### src/common/rv_pkg.sv
package rv_pkg;

    // base opcodes
    localparam logic [6:0] OPC7_R_TYPE = 7'b011_0011;
    localparam logic [6:0] OPC7_I_TYPE = 7'b001_0011;
    localparam logic [6:0] OPC7_LOAD   = 7'b000_0011;
    localparam logic [6:0] OPC7_STORE  = 7'b010_0011;
    localparam logic [6:0] OPC7_BRANCH = 7'b110_0011;
    localparam logic [6:0] OPC7_JALR   = 7'b110_0111;
    localparam logic [6:0] OPC7_JAL    = 7'b110_1111;
    localparam logic [6:0] OPC7_LUI    = 7'b011_0111;
    localparam logic [6:0] OPC7_AUIPC  = 7'b001_0111;
    localparam logic [6:0] OPC7_SYSTEM = 7'b111_0011;

    // alu ops, {funct7[5], funct3}
    localparam logic [3:0] ALU_ADD    = 4'b0000;
    localparam logic [3:0] ALU_SUB    = 4'b1000;
    localparam logic [3:0] ALU_SLL    = 4'b0001;
    localparam logic [3:0] ALU_SLT    = 4'b0010;
    localparam logic [3:0] ALU_SLTU   = 4'b0011;
    localparam logic [3:0] ALU_XOR    = 4'b0100;
    localparam logic [3:0] ALU_SRL    = 4'b0101;
    localparam logic [3:0] ALU_SRA    = 4'b1101;
    localparam logic [3:0] ALU_OR     = 4'b0110;
    localparam logic [3:0] ALU_AND    = 4'b0111;
    // no rv32i instruction decodes to this one
    localparam logic [3:0] ALU_PASS_B = 4'b1111;

    localparam logic ALU_A_SEL_RS1 = 1'b0;
    localparam logic ALU_A_SEL_PC  = 1'b1;
    localparam logic ALU_B_SEL_RS2 = 1'b0;
    localparam logic ALU_B_SEL_IMM = 1'b1;

    // immediate formats
    localparam logic [2:0] IG_DISABLED = 3'd0;
    localparam logic [2:0] IG_I_TYPE   = 3'd1;
    localparam logic [2:0] IG_S_TYPE   = 3'd2;
    localparam logic [2:0] IG_B_TYPE   = 3'd3;
    localparam logic [2:0] IG_U_TYPE   = 3'd4;
    localparam logic [2:0] IG_J_TYPE   = 3'd5;

    localparam logic WB_SEL_ALU  = 1'b0;
    localparam logic WB_SEL_INC4 = 1'b1;

    localparam logic [1:0] PC_SEL_START_ADDR = 2'd0;
    localparam logic [1:0] PC_SEL_INC4       = 2'd1;
    localparam logic [1:0] PC_SEL_ALU        = 2'd2;

    // branch condition from {funct3[2], funct3[0]}
    localparam logic [1:0] BR_SEL_BEQ = 2'b00;
    localparam logic [1:0] BR_SEL_BNE = 2'b01;
    localparam logic [1:0] BR_SEL_BLT = 2'b10;
    localparam logic [1:0] BR_SEL_BGE = 2'b11;

    localparam logic [31:0] RESET_PC = 32'h0000_0000;
    // addi x0, x0, 0
    localparam logic [31:0] INST_NOP = 32'h0000_0013;

    typedef struct packed {
        logic [6:0] funct7;
        logic [4:0] rs2;
        logic [4:0] rs1;
        logic [2:0] funct3;
        logic [4:0] rd;
        logic [6:0] opcode;
    } inst_r_t;

    typedef struct packed {
        logic [11:0] imm_11_0;
        logic [4:0]  rs1;
        logic [2:0]  funct3;
        logic [4:0]  rd;
        logic [6:0]  opcode;
    } inst_i_t;

    typedef struct packed {
        logic [6:0] imm_11_5;
        logic [4:0] rs2;
        logic [4:0] rs1;
        logic [2:0] funct3;
        logic [4:0] imm_4_0;
        logic [6:0] opcode;
    } inst_s_t;

    typedef struct packed {
        logic       imm_12;
        logic [5:0] imm_10_5;
        logic [4:0] rs2;
        logic [4:0] rs1;
        logic [2:0] funct3;
        logic [3:0] imm_4_1;
        logic       imm_11;
        logic [6:0] opcode;
    } inst_b_t;

    typedef struct packed {
        logic [19:0] imm_31_12;
        logic [4:0]  rd;
        logic [6:0]  opcode;
    } inst_u_t;

    typedef struct packed {
        logic       imm_20;
        logic [9:0] imm_10_1;
        logic       imm_11;
        logic [7:0] imm_19_12;
        logic [4:0] rd;
        logic [6:0] opcode;
    } inst_j_t;

    // one instruction word seen through each format
    typedef union packed {
        inst_r_t r;
        inst_i_t i;
        inst_s_t s;
        inst_b_t b;
        inst_u_t u;
        inst_j_t j;
    } inst_u;

    typedef struct packed {
        logic [3:0] alu_op;
        logic       alu_a_sel;
        logic       alu_b_sel;
        logic [2:0] ig_sel;
        logic       bc_uns;
        logic       wb_sel;
        logic       reg_we;
        logic       branch;
        logic       jump;
    } ctrl_t;

    typedef struct packed {
        logic        valid;
        logic [31:0] pc;
        logic [4:0]  rd;
        logic        we;
        logic [31:0] value;
    } retire_t;

endpackage

### src/decoder/rv_decoder.sv
module rv_decoder (
    input  logic          clk,
    input  logic          rst,
    input  rv_pkg::inst_u inst_id,
    input  rv_pkg::inst_u inst_ex,
    input  logic          bc_a_eq_b,
    input  logic          bc_a_lt_b,
    output rv_pkg::ctrl_t ctrl,
    output logic [1:0]    pc_sel,
    output logic          stall_if,
    output logic          flow_change,
    output logic          clear_id,
    output logic          clear_ex
);

    logic [2:0] reset_seq;
    logic       branch_ex;
    logic       jump_ex;
    logic [1:0] br_sel;
    logic       branch_taken;

    // bit k stays high for k+1 cycles after rst drops
    always_ff @(posedge clk) begin
        if (rst) begin
            reset_seq <= 3'b111;
        end else begin
            reset_seq <= {reset_seq[1:0], 1'b0};
        end
    end

    assign clear_id = reset_seq[0];
    assign clear_ex = reset_seq[1];

    // decode stage
    always_comb begin
        ctrl.alu_op    = rv_pkg::ALU_ADD;
        ctrl.alu_a_sel = rv_pkg::ALU_A_SEL_RS1;
        ctrl.alu_b_sel = rv_pkg::ALU_B_SEL_RS2;
        ctrl.ig_sel    = rv_pkg::IG_DISABLED;
        ctrl.bc_uns    = 1'b0;
        ctrl.wb_sel    = rv_pkg::WB_SEL_ALU;
        ctrl.reg_we    = 1'b0;
        ctrl.branch    = 1'b0;
        ctrl.jump      = 1'b0;

        case (inst_id.r.opcode)
            rv_pkg::OPC7_R_TYPE: begin
                ctrl.alu_op = {inst_id.r.funct7[5], inst_id.r.funct3};
                ctrl.reg_we = 1'b1;
            end
            rv_pkg::OPC7_I_TYPE: begin
                // only shifts carry funct7 and srai needs bit 5
                if (inst_id.r.funct3[1:0] == 2'b01) begin
                    ctrl.alu_op = {inst_id.r.funct7[5], inst_id.r.funct3};
                end else begin
                    ctrl.alu_op = {1'b0, inst_id.r.funct3};
                end
                ctrl.alu_b_sel = rv_pkg::ALU_B_SEL_IMM;
                ctrl.ig_sel    = rv_pkg::IG_I_TYPE;
                ctrl.reg_we    = 1'b1;
            end
            rv_pkg::OPC7_BRANCH: begin
                // target computed as pc + imm
                ctrl.alu_a_sel = rv_pkg::ALU_A_SEL_PC;
                ctrl.alu_b_sel = rv_pkg::ALU_B_SEL_IMM;
                ctrl.ig_sel    = rv_pkg::IG_B_TYPE;
                ctrl.bc_uns    = inst_id.r.funct3[1];
                ctrl.branch    = 1'b1;
            end
            rv_pkg::OPC7_JALR: begin
                ctrl.alu_b_sel = rv_pkg::ALU_B_SEL_IMM;
                ctrl.ig_sel    = rv_pkg::IG_I_TYPE;
                ctrl.wb_sel    = rv_pkg::WB_SEL_INC4;
                ctrl.reg_we    = 1'b1;
                ctrl.jump      = 1'b1;
            end
            rv_pkg::OPC7_JAL: begin
                ctrl.alu_a_sel = rv_pkg::ALU_A_SEL_PC;
                ctrl.alu_b_sel = rv_pkg::ALU_B_SEL_IMM;
                ctrl.ig_sel    = rv_pkg::IG_J_TYPE;
                ctrl.wb_sel    = rv_pkg::WB_SEL_INC4;
                ctrl.reg_we    = 1'b1;
                ctrl.jump      = 1'b1;
            end
            rv_pkg::OPC7_LUI: begin
                ctrl.alu_op    = rv_pkg::ALU_PASS_B;
                ctrl.alu_b_sel = rv_pkg::ALU_B_SEL_IMM;
                ctrl.ig_sel    = rv_pkg::IG_U_TYPE;
                ctrl.reg_we    = 1'b1;
            end
            rv_pkg::OPC7_AUIPC: begin
                ctrl.alu_a_sel = rv_pkg::ALU_A_SEL_PC;
                ctrl.alu_b_sel = rv_pkg::ALU_B_SEL_IMM;
                ctrl.ig_sel    = rv_pkg::IG_U_TYPE;
                ctrl.reg_we    = 1'b1;
            end
            // without data memory these pass through with no write
            rv_pkg::OPC7_LOAD: begin
                ctrl.ig_sel = rv_pkg::IG_I_TYPE;
            end
            rv_pkg::OPC7_STORE: begin
                ctrl.ig_sel = rv_pkg::IG_S_TYPE;
            end
            rv_pkg::OPC7_SYSTEM: begin
                ctrl.reg_we = 1'b0;
            end
            default: begin
                ctrl.reg_we = 1'b0;
            end
        endcase

        if (inst_id.r.rd == 5'd0) begin
            ctrl.reg_we = 1'b0;
        end
    end

    // flags follow the instruction into execute
    always_ff @(posedge clk) begin
        if (rst) begin
            branch_ex <= 1'b0;
            jump_ex   <= 1'b0;
        end else begin
            branch_ex <= ctrl.branch;
            jump_ex   <= ctrl.jump;
        end
    end

    // branch resolution in execute
    assign br_sel = {inst_ex.r.funct3[2], inst_ex.r.funct3[0]};

    always_comb begin
        case (br_sel)
            rv_pkg::BR_SEL_BEQ: branch_taken = bc_a_eq_b;
            rv_pkg::BR_SEL_BNE: branch_taken = !bc_a_eq_b;
            rv_pkg::BR_SEL_BLT: branch_taken = bc_a_lt_b;
            default:            branch_taken = !bc_a_lt_b;
        endcase
    end

    assign flow_change = (branch_ex && branch_taken) || jump_ex;

    // without prediction fetch waits for the resolve
    assign stall_if = ctrl.branch || ctrl.jump;

    assign pc_sel = clear_id    ? rv_pkg::PC_SEL_START_ADDR :
                    flow_change ? rv_pkg::PC_SEL_ALU :
                                  rv_pkg::PC_SEL_INC4;

    // covers the clear_ex window and one more cycle
    a_no_flow_in_clear: assert property (
        @(posedge clk) disable iff (rst)
        reset_seq[2] |-> !flow_change
    );

    // the core bubbles decode behind a stall so it lasts one cycle
    a_stall_single: assert property (
        @(posedge clk) disable iff (rst)
        stall_if |=> !stall_if
    );

endmodule

### src/verilog/rv_core.sv
module rv_core (
    input  logic            clk,
    input  logic            rst,
    input  logic [31:0]     imem_rdata,
    output logic [31:0]     imem_addr,
    output rv_pkg::retire_t retire
);

    // fetch
    logic [31:0]   pc;
    logic [31:0]   pc_next;
    // decode
    logic [31:0]   pc_id;
    logic          valid_id;
    rv_pkg::inst_u inst_id;
    rv_pkg::ctrl_t ctrl_id;
    logic [31:0]   rs1_data_id;
    logic [31:0]   rs2_data_id;
    logic [31:0]   imm_id;
    // execute
    rv_pkg::ctrl_t ctrl_ex;
    rv_pkg::inst_u inst_ex;
    logic [31:0]   pc_ex;
    logic [31:0]   rs1_ex;
    logic [31:0]   rs2_ex;
    logic [31:0]   imm_ex;
    logic          valid_ex;
    logic [31:0]   alu_result;
    logic          bc_a_eq_b;
    logic          bc_a_lt_b;
    logic [31:0]   wb_data;
    logic          rf_we;
    // pipeline control
    logic [1:0]    pc_sel;
    logic          stall_if;
    logic          flow_change;
    logic          clear_id;
    logic          clear_ex;

    assign imem_addr = pc;

    always_comb begin
        case (pc_sel)
            rv_pkg::PC_SEL_INC4: pc_next = pc + 32'd4;
            // jalr target may be odd
            rv_pkg::PC_SEL_ALU:  pc_next = {alu_result[31:1], 1'b0};
            default:             pc_next = rv_pkg::RESET_PC;
        endcase
    end

    always_ff @(posedge clk) begin
        if (rst) begin
            pc <= rv_pkg::RESET_PC;
        end else if (!stall_if) begin
            pc <= pc_next;
        end
    end

    // memory output register doubles as the decode instruction register
    always_ff @(posedge clk) begin
        pc_id <= pc;
        if (rst) begin
            valid_id <= 1'b0;
        end else begin
            valid_id <= !(clear_id || stall_if || flow_change);
        end
    end

    assign inst_id = valid_id ? imem_rdata : rv_pkg::INST_NOP;

    rv_decoder decoder_i (
        .clk         (clk),
        .rst         (rst),
        .inst_id     (inst_id),
        .inst_ex     (inst_ex),
        .bc_a_eq_b   (bc_a_eq_b),
        .bc_a_lt_b   (bc_a_lt_b),
        .ctrl        (ctrl_id),
        .pc_sel      (pc_sel),
        .stall_if    (stall_if),
        .flow_change (flow_change),
        .clear_id    (clear_id),
        .clear_ex    (clear_ex)
    );

    rv_regfile regfile_i (
        .clk      (clk),
        .rst      (rst),
        .rs1_addr (inst_id.r.rs1),
        .rs2_addr (inst_id.r.rs2),
        .we       (rf_we),
        .rd_addr  (inst_ex.r.rd),
        .wdata    (wb_data),
        .rs1_data (rs1_data_id),
        .rs2_data (rs2_data_id)
    );

    rv_imm_gen imm_gen_i (
        .inst   (inst_id),
        .ig_sel (ctrl_id.ig_sel),
        .imm    (imm_id)
    );

    always_ff @(posedge clk) begin
        ctrl_ex <= ctrl_id;
        inst_ex <= inst_id;
        pc_ex   <= pc_id;
        rs1_ex  <= rs1_data_id;
        rs2_ex  <= rs2_data_id;
        imm_ex  <= imm_id;
        if (rst || clear_ex) begin
            valid_ex <= 1'b0;
        end else begin
            valid_ex <= valid_id;
        end
    end

    rv_execute execute_i (
        .ctrl       (ctrl_ex),
        .pc         (pc_ex),
        .rs1_data   (rs1_ex),
        .rs2_data   (rs2_ex),
        .imm        (imm_ex),
        .alu_result (alu_result),
        .bc_a_eq_b  (bc_a_eq_b),
        .bc_a_lt_b  (bc_a_lt_b)
    );

    // link address for jumps
    assign wb_data = (ctrl_ex.wb_sel == rv_pkg::WB_SEL_INC4) ? pc_ex + 32'd4 : alu_result;
    assign rf_we   = valid_ex && ctrl_ex.reg_we;

    always_ff @(posedge clk) begin
        retire.pc    <= pc_ex;
        retire.rd    <= inst_ex.r.rd;
        retire.we    <= rf_we;
        retire.value <= wb_data;
        if (rst) begin
            retire.valid <= 1'b0;
        end else begin
            retire.valid <= valid_ex;
        end
    end

    // fetch, decode and execute are all still empty
    a_no_early_retire: assert property (
        @(posedge clk) $fell(rst) |=> !retire.valid [*2]
    );

endmodule

### src/verilog/rv_execute.sv
module rv_execute (
    input  rv_pkg::ctrl_t ctrl,
    input  logic [31:0]   pc,
    input  logic [31:0]   rs1_data,
    input  logic [31:0]   rs2_data,
    input  logic [31:0]   imm,
    output logic [31:0]   alu_result,
    output logic          bc_a_eq_b,
    output logic          bc_a_lt_b
);

    logic [31:0] op_a;
    logic [31:0] op_b;
    logic [4:0]  shamt;

    assign op_a  = (ctrl.alu_a_sel == rv_pkg::ALU_A_SEL_PC)  ? pc  : rs1_data;
    assign op_b  = (ctrl.alu_b_sel == rv_pkg::ALU_B_SEL_IMM) ? imm : rs2_data;
    assign shamt = op_b[4:0];

    always_comb begin
        case (ctrl.alu_op)
            rv_pkg::ALU_ADD:    alu_result = op_a + op_b;
            rv_pkg::ALU_SUB:    alu_result = op_a - op_b;
            rv_pkg::ALU_SLL:    alu_result = op_a << shamt;
            rv_pkg::ALU_SLT:    alu_result = {31'd0, $signed(op_a) < $signed(op_b)};
            rv_pkg::ALU_SLTU:   alu_result = {31'd0, op_a < op_b};
            rv_pkg::ALU_XOR:    alu_result = op_a ^ op_b;
            rv_pkg::ALU_SRL:    alu_result = op_a >> shamt;
            rv_pkg::ALU_SRA:    alu_result = $unsigned($signed(op_a) >>> shamt);
            rv_pkg::ALU_OR:     alu_result = op_a | op_b;
            rv_pkg::ALU_AND:    alu_result = op_a & op_b;
            rv_pkg::ALU_PASS_B: alu_result = op_b;
            default:            alu_result = 32'h0000_0000;
        endcase
    end

    // comparator always sees the register operands
    assign bc_a_eq_b = (rs1_data == rs2_data);

    always_comb begin
        if (ctrl.bc_uns) begin
            bc_a_lt_b = (rs1_data < rs2_data);
        end else begin
            bc_a_lt_b = ($signed(rs1_data) < $signed(rs2_data));
        end
    end

endmodule

### src/verilog/rv_imm_gen.sv
module rv_imm_gen (
    input  rv_pkg::inst_u inst,
    input  logic [2:0]    ig_sel,
    output logic [31:0]   imm
);

    always_comb begin
        case (ig_sel)
            rv_pkg::IG_I_TYPE: begin
                imm = {{20{inst.i.imm_11_0[11]}}, inst.i.imm_11_0};
            end
            rv_pkg::IG_S_TYPE: begin
                imm = {{20{inst.s.imm_11_5[6]}}, inst.s.imm_11_5, inst.s.imm_4_0};
            end
            rv_pkg::IG_B_TYPE: begin
                // bit 0 is implicit
                imm = {{19{inst.b.imm_12}}, inst.b.imm_12, inst.b.imm_11,
                       inst.b.imm_10_5, inst.b.imm_4_1, 1'b0};
            end
            rv_pkg::IG_U_TYPE: begin
                imm = {inst.u.imm_31_12, 12'h000};
            end
            rv_pkg::IG_J_TYPE: begin
                imm = {{11{inst.j.imm_20}}, inst.j.imm_20, inst.j.imm_19_12,
                       inst.j.imm_11, inst.j.imm_10_1, 1'b0};
            end
            default: begin
                imm = 32'h0000_0000;
            end
        endcase
    end

endmodule

### src/verilog/rv_regfile.sv
module rv_regfile (
    input  logic        clk,
    input  logic        rst,
    input  logic [4:0]  rs1_addr,
    input  logic [4:0]  rs2_addr,
    input  logic        we,
    input  logic [4:0]  rd_addr,
    input  logic [31:0] wdata,
    output logic [31:0] rs1_data,
    output logic [31:0] rs2_data
);

    // x0 is not stored
    logic [31:0] regs [1:31];

    // same-cycle write is forwarded to decode
    function automatic logic [31:0] read_port(input logic [4:0] addr);
        logic [31:0] data;
        if (addr == 5'd0) begin
            data = 32'h0000_0000;
        end else if (we && (addr == rd_addr)) begin
            data = wdata;
        end else begin
            data = regs[addr];
        end
        return data;
    endfunction

    always_comb begin
        rs1_data = read_port(rs1_addr);
        rs2_data = read_port(rs2_addr);
    end

    always_ff @(posedge clk) begin
        if (rst) begin
            for (int i = 1; i < 32; i++) begin
                regs[i] <= 32'h0000_0000;
            end
        end else if (we) begin
            regs[rd_addr] <= wdata;
        end
    end

    // decoder drops reg_we for rd == x0
    a_no_x0_write: assert property (
        @(posedge clk) disable iff (rst)
        we |-> (rd_addr != 5'd0)
    );

endmodule
### config.mk
export PLATFORM = sky130hd
export DESIGN_NAME = rv_core
export DESIGN_NICKNAME = d
export VERILOG_FILES = /design/src/common/rv_pkg.sv /design/src/decoder/rv_decoder.sv /design/src/verilog/rv_core.sv /design/src/verilog/rv_execute.sv /design/src/verilog/rv_imm_gen.sv /design/src/verilog/rv_regfile.sv
export SDC_FILE = /design/constraint.sdc
export NUM_CORES = 2
export LEC_CHECK = 0
export ABC_CLOCK_PERIOD_IN_PS = 10360
export BUFFER_PORTS_ARGS = -buffer_cell sky130_fd_sc_hd__buf_2
export CAP_MARGIN = 20
export CELL_PAD_IN_SITES_DETAIL_PLACEMENT = 1
export CELL_PAD_IN_SITES_GLOBAL_PLACEMENT = 1
export CORE_UTILIZATION = 40
export DETAILED_ROUTE_END_ITERATION = 8
export GPL_TIMING_DRIVEN = 1
export PLACE_DENSITY = 0.72
export SLEW_MARGIN = 20
export SYNTH_ARGS = -nofsm -noshare
export SYNTH_HDL_FRONTEND = slang
export SYNTH_SLANG_ARGS = --single-unit
### constraint.sdc
create_clock -name clk -period 10.36 [get_ports clk]
set_input_delay 0 -clock clk [delete_from_list [all_inputs] [get_ports clk]]
set_output_delay 0 -clock clk [all_outputs]
set_load 0.1 [all_outputs]
Word-level counts from Yosys, hierarchy flattened
Memory sizes are Yosys's and may differ from the RTL's.
Cells that the tools add are included.
{ "word_totals": {"register_bits": 293, "ramBits": 992, "mem_count": 1} }
{ "classes": {"order_cmp": 4, "reduce_logical": 24, "eq_ne": 32, "n_bitwise": 3, "shift": 3, "mux": 30, "addsub": 4} }
{ "memory_table": {"columns": ["name", "words", "width", "rd", "rd_clocked_by_memory_dff", "write_ports", "line_no", "source"], "rows": [
  ["regfile_i.regs", 31, 32, 2, 0, 31, "rv_regfile.sv:14", "logic [31:0] regs [1:31];"]
]} }
{ "ops": {"columns": ["op", "count"], "rows": [
  ["one-hot mux 32 bit (11 select lines)", 1],
  ["2-to-1 mux 32 bit", 7],
  ["one-hot mux 32 bit (5 select lines)", 1],
  ["less-than comparator 32 bit", 4],
  ["adder 32 x 3 -> 32 bit, second input constant", 2],
  ["one-hot mux 32 bit (2 select lines)", 1],
  ["adder 32 bit", 1],
  ["AND 32 bit", 1],
  ["== test 32 bit", 1],
  ["OR 32 bit", 1],
  ["OR reduction 32 bit", 1],
  ["<< shifter 32 x 5 -> 32 bit", 1],
  [">> shifter 32 x 5 -> 32 bit", 1],
  [">>> shifter 32 x 5 -> 32 bit", 1],
  ["subtractor 32 bit", 1],
  ["bitwise XOR 32 bit", 1],
  ["== test 7 x 6 -> 1 bit, second input constant", 3],
  ["== test 7 bit, second input constant", 3],
  ["== test 4 x 3 -> 1 bit, second input constant", 4],
  ["zero test 5 bit", 3],
  ["one-hot mux 3 bit (5 select lines)", 1],
  ["== test 7 x 5 -> 1 bit, second input constant", 2],
  ["2-to-1 mux 1 bit", 13],
  ["== test 4 bit, second input constant", 3],
  ["22 further kinds", 42]
]} }

Depth between registers and ports, before layout
{ "depth": {"depth_word": 10, "mapped_depth": 21} }

Cells and area by module
From an unflattened synthesis, not the netlist that was laid out.
{ "hier_totals": {"hier_cells": 6208, "area_unflattened_um2": 74442.6} }
{ "by_module_without_submodules": {"columns": ["mod", "n_inst", "cells_per_inst", "area_per_inst_um2", "seq_area_each_um2"], "rows": [
  ["rv_regfile", 1, 3777, 54967.7, 30749.5],
  ["rv_execute", 1, 1585, 10048.4, 0.0],
  ["rv_core", 1, 725, 8620.8, 6145.9],
  ["rv_decoder", 1, 55, 415.4, 80.1],
  ["rv_imm_gen", 1, 66, 390.4, 0.0]
]} }

Least setup slack after synthesis
Ideal clock, no wire load.
{ "synth_path": {"path_type": "reg-to-reg", "from": "register ctrl_ex[8] in the netlist's numbering", "to": "memory regfile_i.regs[12][23], data pin", "n_path_buf": 6, "required_time_ns": 10.222, "path_slack_ns": 5.738, "stages_incl_launch_ff": 18, "t_arrival_ns": 4.484, "cell_sequence": "dfxtp_1 > buf_2 > mux2i_4 > buf_2 > clkbuf_1 > clkbuf_1 > ha_1 > nor2b_4 > a2111o_1 > a2111oi_2 > nor2_2 > or2_1 > and2_4 > o311a_1 > a311o_1 > buf_6 > buf_12 > nor2_4"} }
{ "synth_rtl": {"columns": ["element", "line_no", "source"], "rows": [
  ["start, declared", "rv_core.sv:21", "rv_pkg::ctrl_t ctrl_ex;"],
  ["start signal, assigned", "rv_core.sv:105", "ctrl_ex <= ctrl_id;"],
  ["end, declared", "rv_regfile.sv:14", null]
]} }

==> key figures <==
Run status
  • Result of the run: completed

Global routing
  • Remaining global-route overflow: 0
  • Pin count of the biggest net entering global routing: 87
  • Via count of the first global-routing pass: between 60000 and 70000
  • GRT Util Overall: 0.424
  • Initial antenna violation count: 27
  • Global-route wire length before repair: 550000 microns

STA
  • Max_slew headroom: 0.130
  • Post-layout min period: just under 7 ns
  • Setup TNS Final: 0 ns
  • Final cycle utilization of the critical path: 0.669
  • Tightest Pin Transition: approximately 1.3 ns
  • Max Freq: roughly 140 MHz
  • Pins Over Slew Limit: 0
  • Final clock skew: 0.0852 ns
  • WHS: 0.0485 ns
  • Final setup margin: between 3 and 4 ns
  • Setup repair after global routing missed its margin: false
  • Final Hold Viols: 0
  • Final setup violation count: 0

Setup path
  • Data arrival time of the critical path: 7.60 ns
  • Largest incremental delay on the critical path: approximately 0.64 ns
  • Capturing point of the worst reg2reg path: regfile_i.regs[10][0]$_SDFFCE_PN0P_
  • Worst path slowest cell: nand2_1
  • Type of the setup path with the least slack: register to register
  • Path length in cells of the critical path: 18
  • Capture point of the critical path: regfile_i.regs[10][0]$_SDFFCE_PN0P_
  • Max Fanout on Critical Path: 41
  • Critical Path Source: ctrl_ex[8]$_DFF_P_
  • Startpoint types: register
  • CP cell instances: buf_4, mux2i_4, buf_4, inv_2, ha_1, inv_1, fa_1, and2b_1, o311ai_1, a211oi_1, buf_4, o211ai_1, a21oi_1, o211a_1, o211ai_1, nand2_1, buf_4, nor2_1
  • Largest delay share family, worst path: compound AO/OA/AOI/OAI gates
  • RR Startpoint: ctrl_ex[8]$_DFF_P_
  • Number of buffers and inverters on the critical path: 6
  • Reg2Reg Depth: 18
  • Register-to-register setup slack: roughly 3.4 ns
  • Most common cell type on the critical path: buf_4
  • Required time of the critical path: ~11 ns
  • Element type at the critical path end: register

Layout
  • Ratio of cells with drive above 1 in the final layout: 0.164
  • Post-layout net count: 7088
  • Number of filler instances in the final layout: 19700
  • Core Util, Final: 0.454
  • Cell Count, Final, Fillers Out: 9523
  • Post-Layout Inst Area: 0.0832 sq mm
  • Synthesis-to-finish area growth: 12.5%

Logic synthesis
  • Fraction of registers with async set/reset: 0
  • Cell accounting for the most synthesized area: edfxtp_1
  • Syn Inst Count: 6940
  • Synth top area cells: edfxtp_1 (42%), mux4_2 (8.1%), dfxtp_1 (7.6%)
  • Flip-flop cell with the highest count after synthesis: edfxtp_1
  • Number of register bits inferred by synthesis: 1305
  • Number of distinct library cells after synthesis: 115
  • Yosys top cell area share: 0.416
  • Fraction of the yosys area taken by sequential cells: 0.492
  • Post-synth EDFFs: 1024
  • Avg Cell Area, Syn: 10.7 sq um
  • Cell area after synthesis: 0.0740 sq mm
  • Yosys warning count: 0

Power and ir drop
  • Leak pwr: 29.0 nW
  • Power per Cell Area: roughly 170 mW/mm^2
  • Maximum vdd ir drop: 0.000152 V
  • Overall power consumption: 14.4 mW

Drt
  • Avg Vias per Cell: 7.10
  • WL per Instance: 42.3 microns
  • Antenna violation net count after detailed routing: 0
  • Total vias in the final route: just under 70000
  • Count of routing violations after the opening detailed-route iteration: about 10000
  • Drt pass-1 iters: 6
  • DRC violation count after routing: 0
  • Final Routed Wirelength: roughly 400000 microns

Clock network
  • Number of sinks handled by clock tree synthesis: 1305
  • Number of buffers inserted by post-CTS setup repair: 0
  • Level count of the clock H-tree: 4
  • Number of buffers between clock root and the deepest sink: 3
  • Clk slew on worst S/H paths: 0.06 ns
  • Clock insertion delay at the later pin of the skew report: 0.87 ns
  • Buffer type at the clock tree root: clkbuf_16
  • Clock tree from TritonCTS: built
  • Total CTS buffers: 148

Placement
  • IO buf count: ~130
  • Total placed instance area: 0.0778 sq mm
  • Post-DP HPWL: 268000 microns
  • Placed insts: 9180
  • Placer Congestion: between 1 and 1.5
  • Worst setup timing slack at the placement stage: 3.68 ns

Floorplanning
  • Starting density of the core: 0.403
  • Die Span X: around 430 microns
  • Number of placed I/O pins: 137
  • Area of the placeable core: roughly 0.18 sq mm
  • Height of the die: roughly 430 microns
  • Total die area: 0.187 sq mm
  • Standard-cell rows: 157

Run
  • Max-Cap Viols: 0

Worst hold path
  • Hold WC Path Type: input port to register
[cells in the mapped netlist, drive strengths merged (11+ instances only)]
master and instances:
mux2 14, xnor2 43, a21o 21, buf 239
a32oi 11, mux4 266, o31ai 31, nand3 110
clkbuf 404, nor4 35, nand2 414, o22ai 103
a221oi 26, o21a 16, edfxtp 1024, mux2i 403
a22oi 41, and3 34, o221ai 130, a21oi 645
ha 131, a211oi 147, or3 14, a2111oi 21
o311ai 18, a22o 11, nand2b 35, dfxtp 281
nor3b 15, nor2b 18, a311oi 12, a31oi 73
o32ai 110, o21bai 12, nor3 101, nand4 33
o2111ai 13, o211ai 106, o21ai 280, inv 180
or2 13, nor2 1122, and2 28
[layout make-up]
type	instances	area [sq um]	area share
Clock inverter	71	851	0.0102
Sequential cell	1305	36400	0.437
Multi-Input combinational cell	4808	34700	0.417
Inverter	185	699	0.00840
Tap cell	2464	3080	0.0370
Antenna cell	14	35.0	0.000421
Clock buffer	203	4000	0.0481
Timing Repair Buffer	473	3520	0.0422
[sequential cells by signal, indices dropped and copies added (netlist names), 2 cells and up]
name                 flops
rs1_ex                  32
decoder_i.reset_seq      2
imm_ex                  32
imem_addr               31
inst_ex                  7
regfile_i.regs        1024
pc_ex                   31
ctrl_ex                  9
pc_id                   31
retire                  70
rs2_ex                  32
[kinds of logic after synthesis]
kind of cell / Yosys count / synth area share
fa+ha+maj: 133 / 0.0227
xor+xnor: 53 / 0.00627
simple gates: 2016 / 0.120
mux: 683 / 0.140
buf+inv: 828 / 0.0484
flops: 1305 / 0.492
other cells: 1 / 0.0000507
compound gates: 1921 / 0.171
[worst reg2reg max path: cells and delay by family, from the launching register on]
family	cells	cell delay, ns
adders and majority gates	2	0.72
AOI/OAI and AO/OA	6	2.33
muxes	1	0.14
and+or+nand+nor	3	1.07
buffers and inverters	6	1.97
DFF	1	0.49
[metal layers]
metal / up-vias / track usage / part of all wire
li1: 26300 / - / -
met1: 34400 / 0.488 / 0.34
met2: 5342 / 0.664 / 0.45
met3: 1564 / 0.105 / 0.11
met4: 12 / 0.361 / 0.10
met5: - / 0 / 0.00021
[timing repair]
action,in CTS,in global routing
hold buffers,53,1
resized for setup,0,0
endpoints found under the hold margin,61,1
[power breakdown]
group	internal [mW]	switching [mW]	leakage [nW]	total [mW]
registers	5.84	0.177	12.8	6.02
logic	0.722	2.34	13.9	3.06
clock network	3.01	2.36	2.33	5.37
[placed cells by master (no fill, tap or decap), types with 27 or more instances in the layout]
| cell type | instances |
|---|---|
| nor3_1 | 97 |
| o31ai_1 | 27 |
| a31oi_1 | 71 |
| a22oi_1 | 40 |
| nand4_1 | 33 |
| o22ai_1 | 103 |
| o21ai_0 | 263 |
| nand3_1 | 110 |
| nor2_1 | 1085 |
| inv_1 | 162 |
| nand2_2 | 59 |
| a211oi_1 | 145 |
| dlygate4sd3_1 | 54 |
| buf_4 | 272 |
| mux4_2 | 266 |
| buf_2 | 133 |
| clkbuf_16 | 148 |
| xnor2_1 | 43 |
| clkbuf_1 | 46 |
| edfxtp_1 | 1024 |
| o211ai_1 | 106 |
| ha_1 | 131 |
| o221ai_1 | 130 |
| and3_1 | 34 |
| a21oi_1 | 643 |
| mux2i_1 | 377 |
| dfxtp_1 | 277 |
| nand2_1 | 348 |
| nand2b_1 | 34 |
| nor2_4 | 34 |
| o32ai_1 | 110 |
[worst min path at each step]
| stage | end | start | cells past startpoint | slack [ns] |
|---|---|---|---|---|
| after CTS | ctrl_ex[13]$_SDFF_PN0_ | imem_rdata[30] | 4 | 0.0008 |
| after global placement | inst_ex[11]$_DFF_P_ | imem_rdata[11] | 3 | 0.25 |
| after floorplan | decoder_i.reset_seq[0]$_DFF_P_ | rst | 0 | 0.03 |
| final | ctrl_ex[13]$_SDFF_PN0_ | imem_rdata[30] | 4 | 0.05 |
| after detailed placement | inst_ex[11]$_DFF_P_ | imem_rdata[11] | 3 | 0.26 |
| after global routing | ctrl_ex[13]$_SDFF_PN0_ | imem_rdata[30] | 4 | 0.04 |
Power figures use the tool's default switching activity.
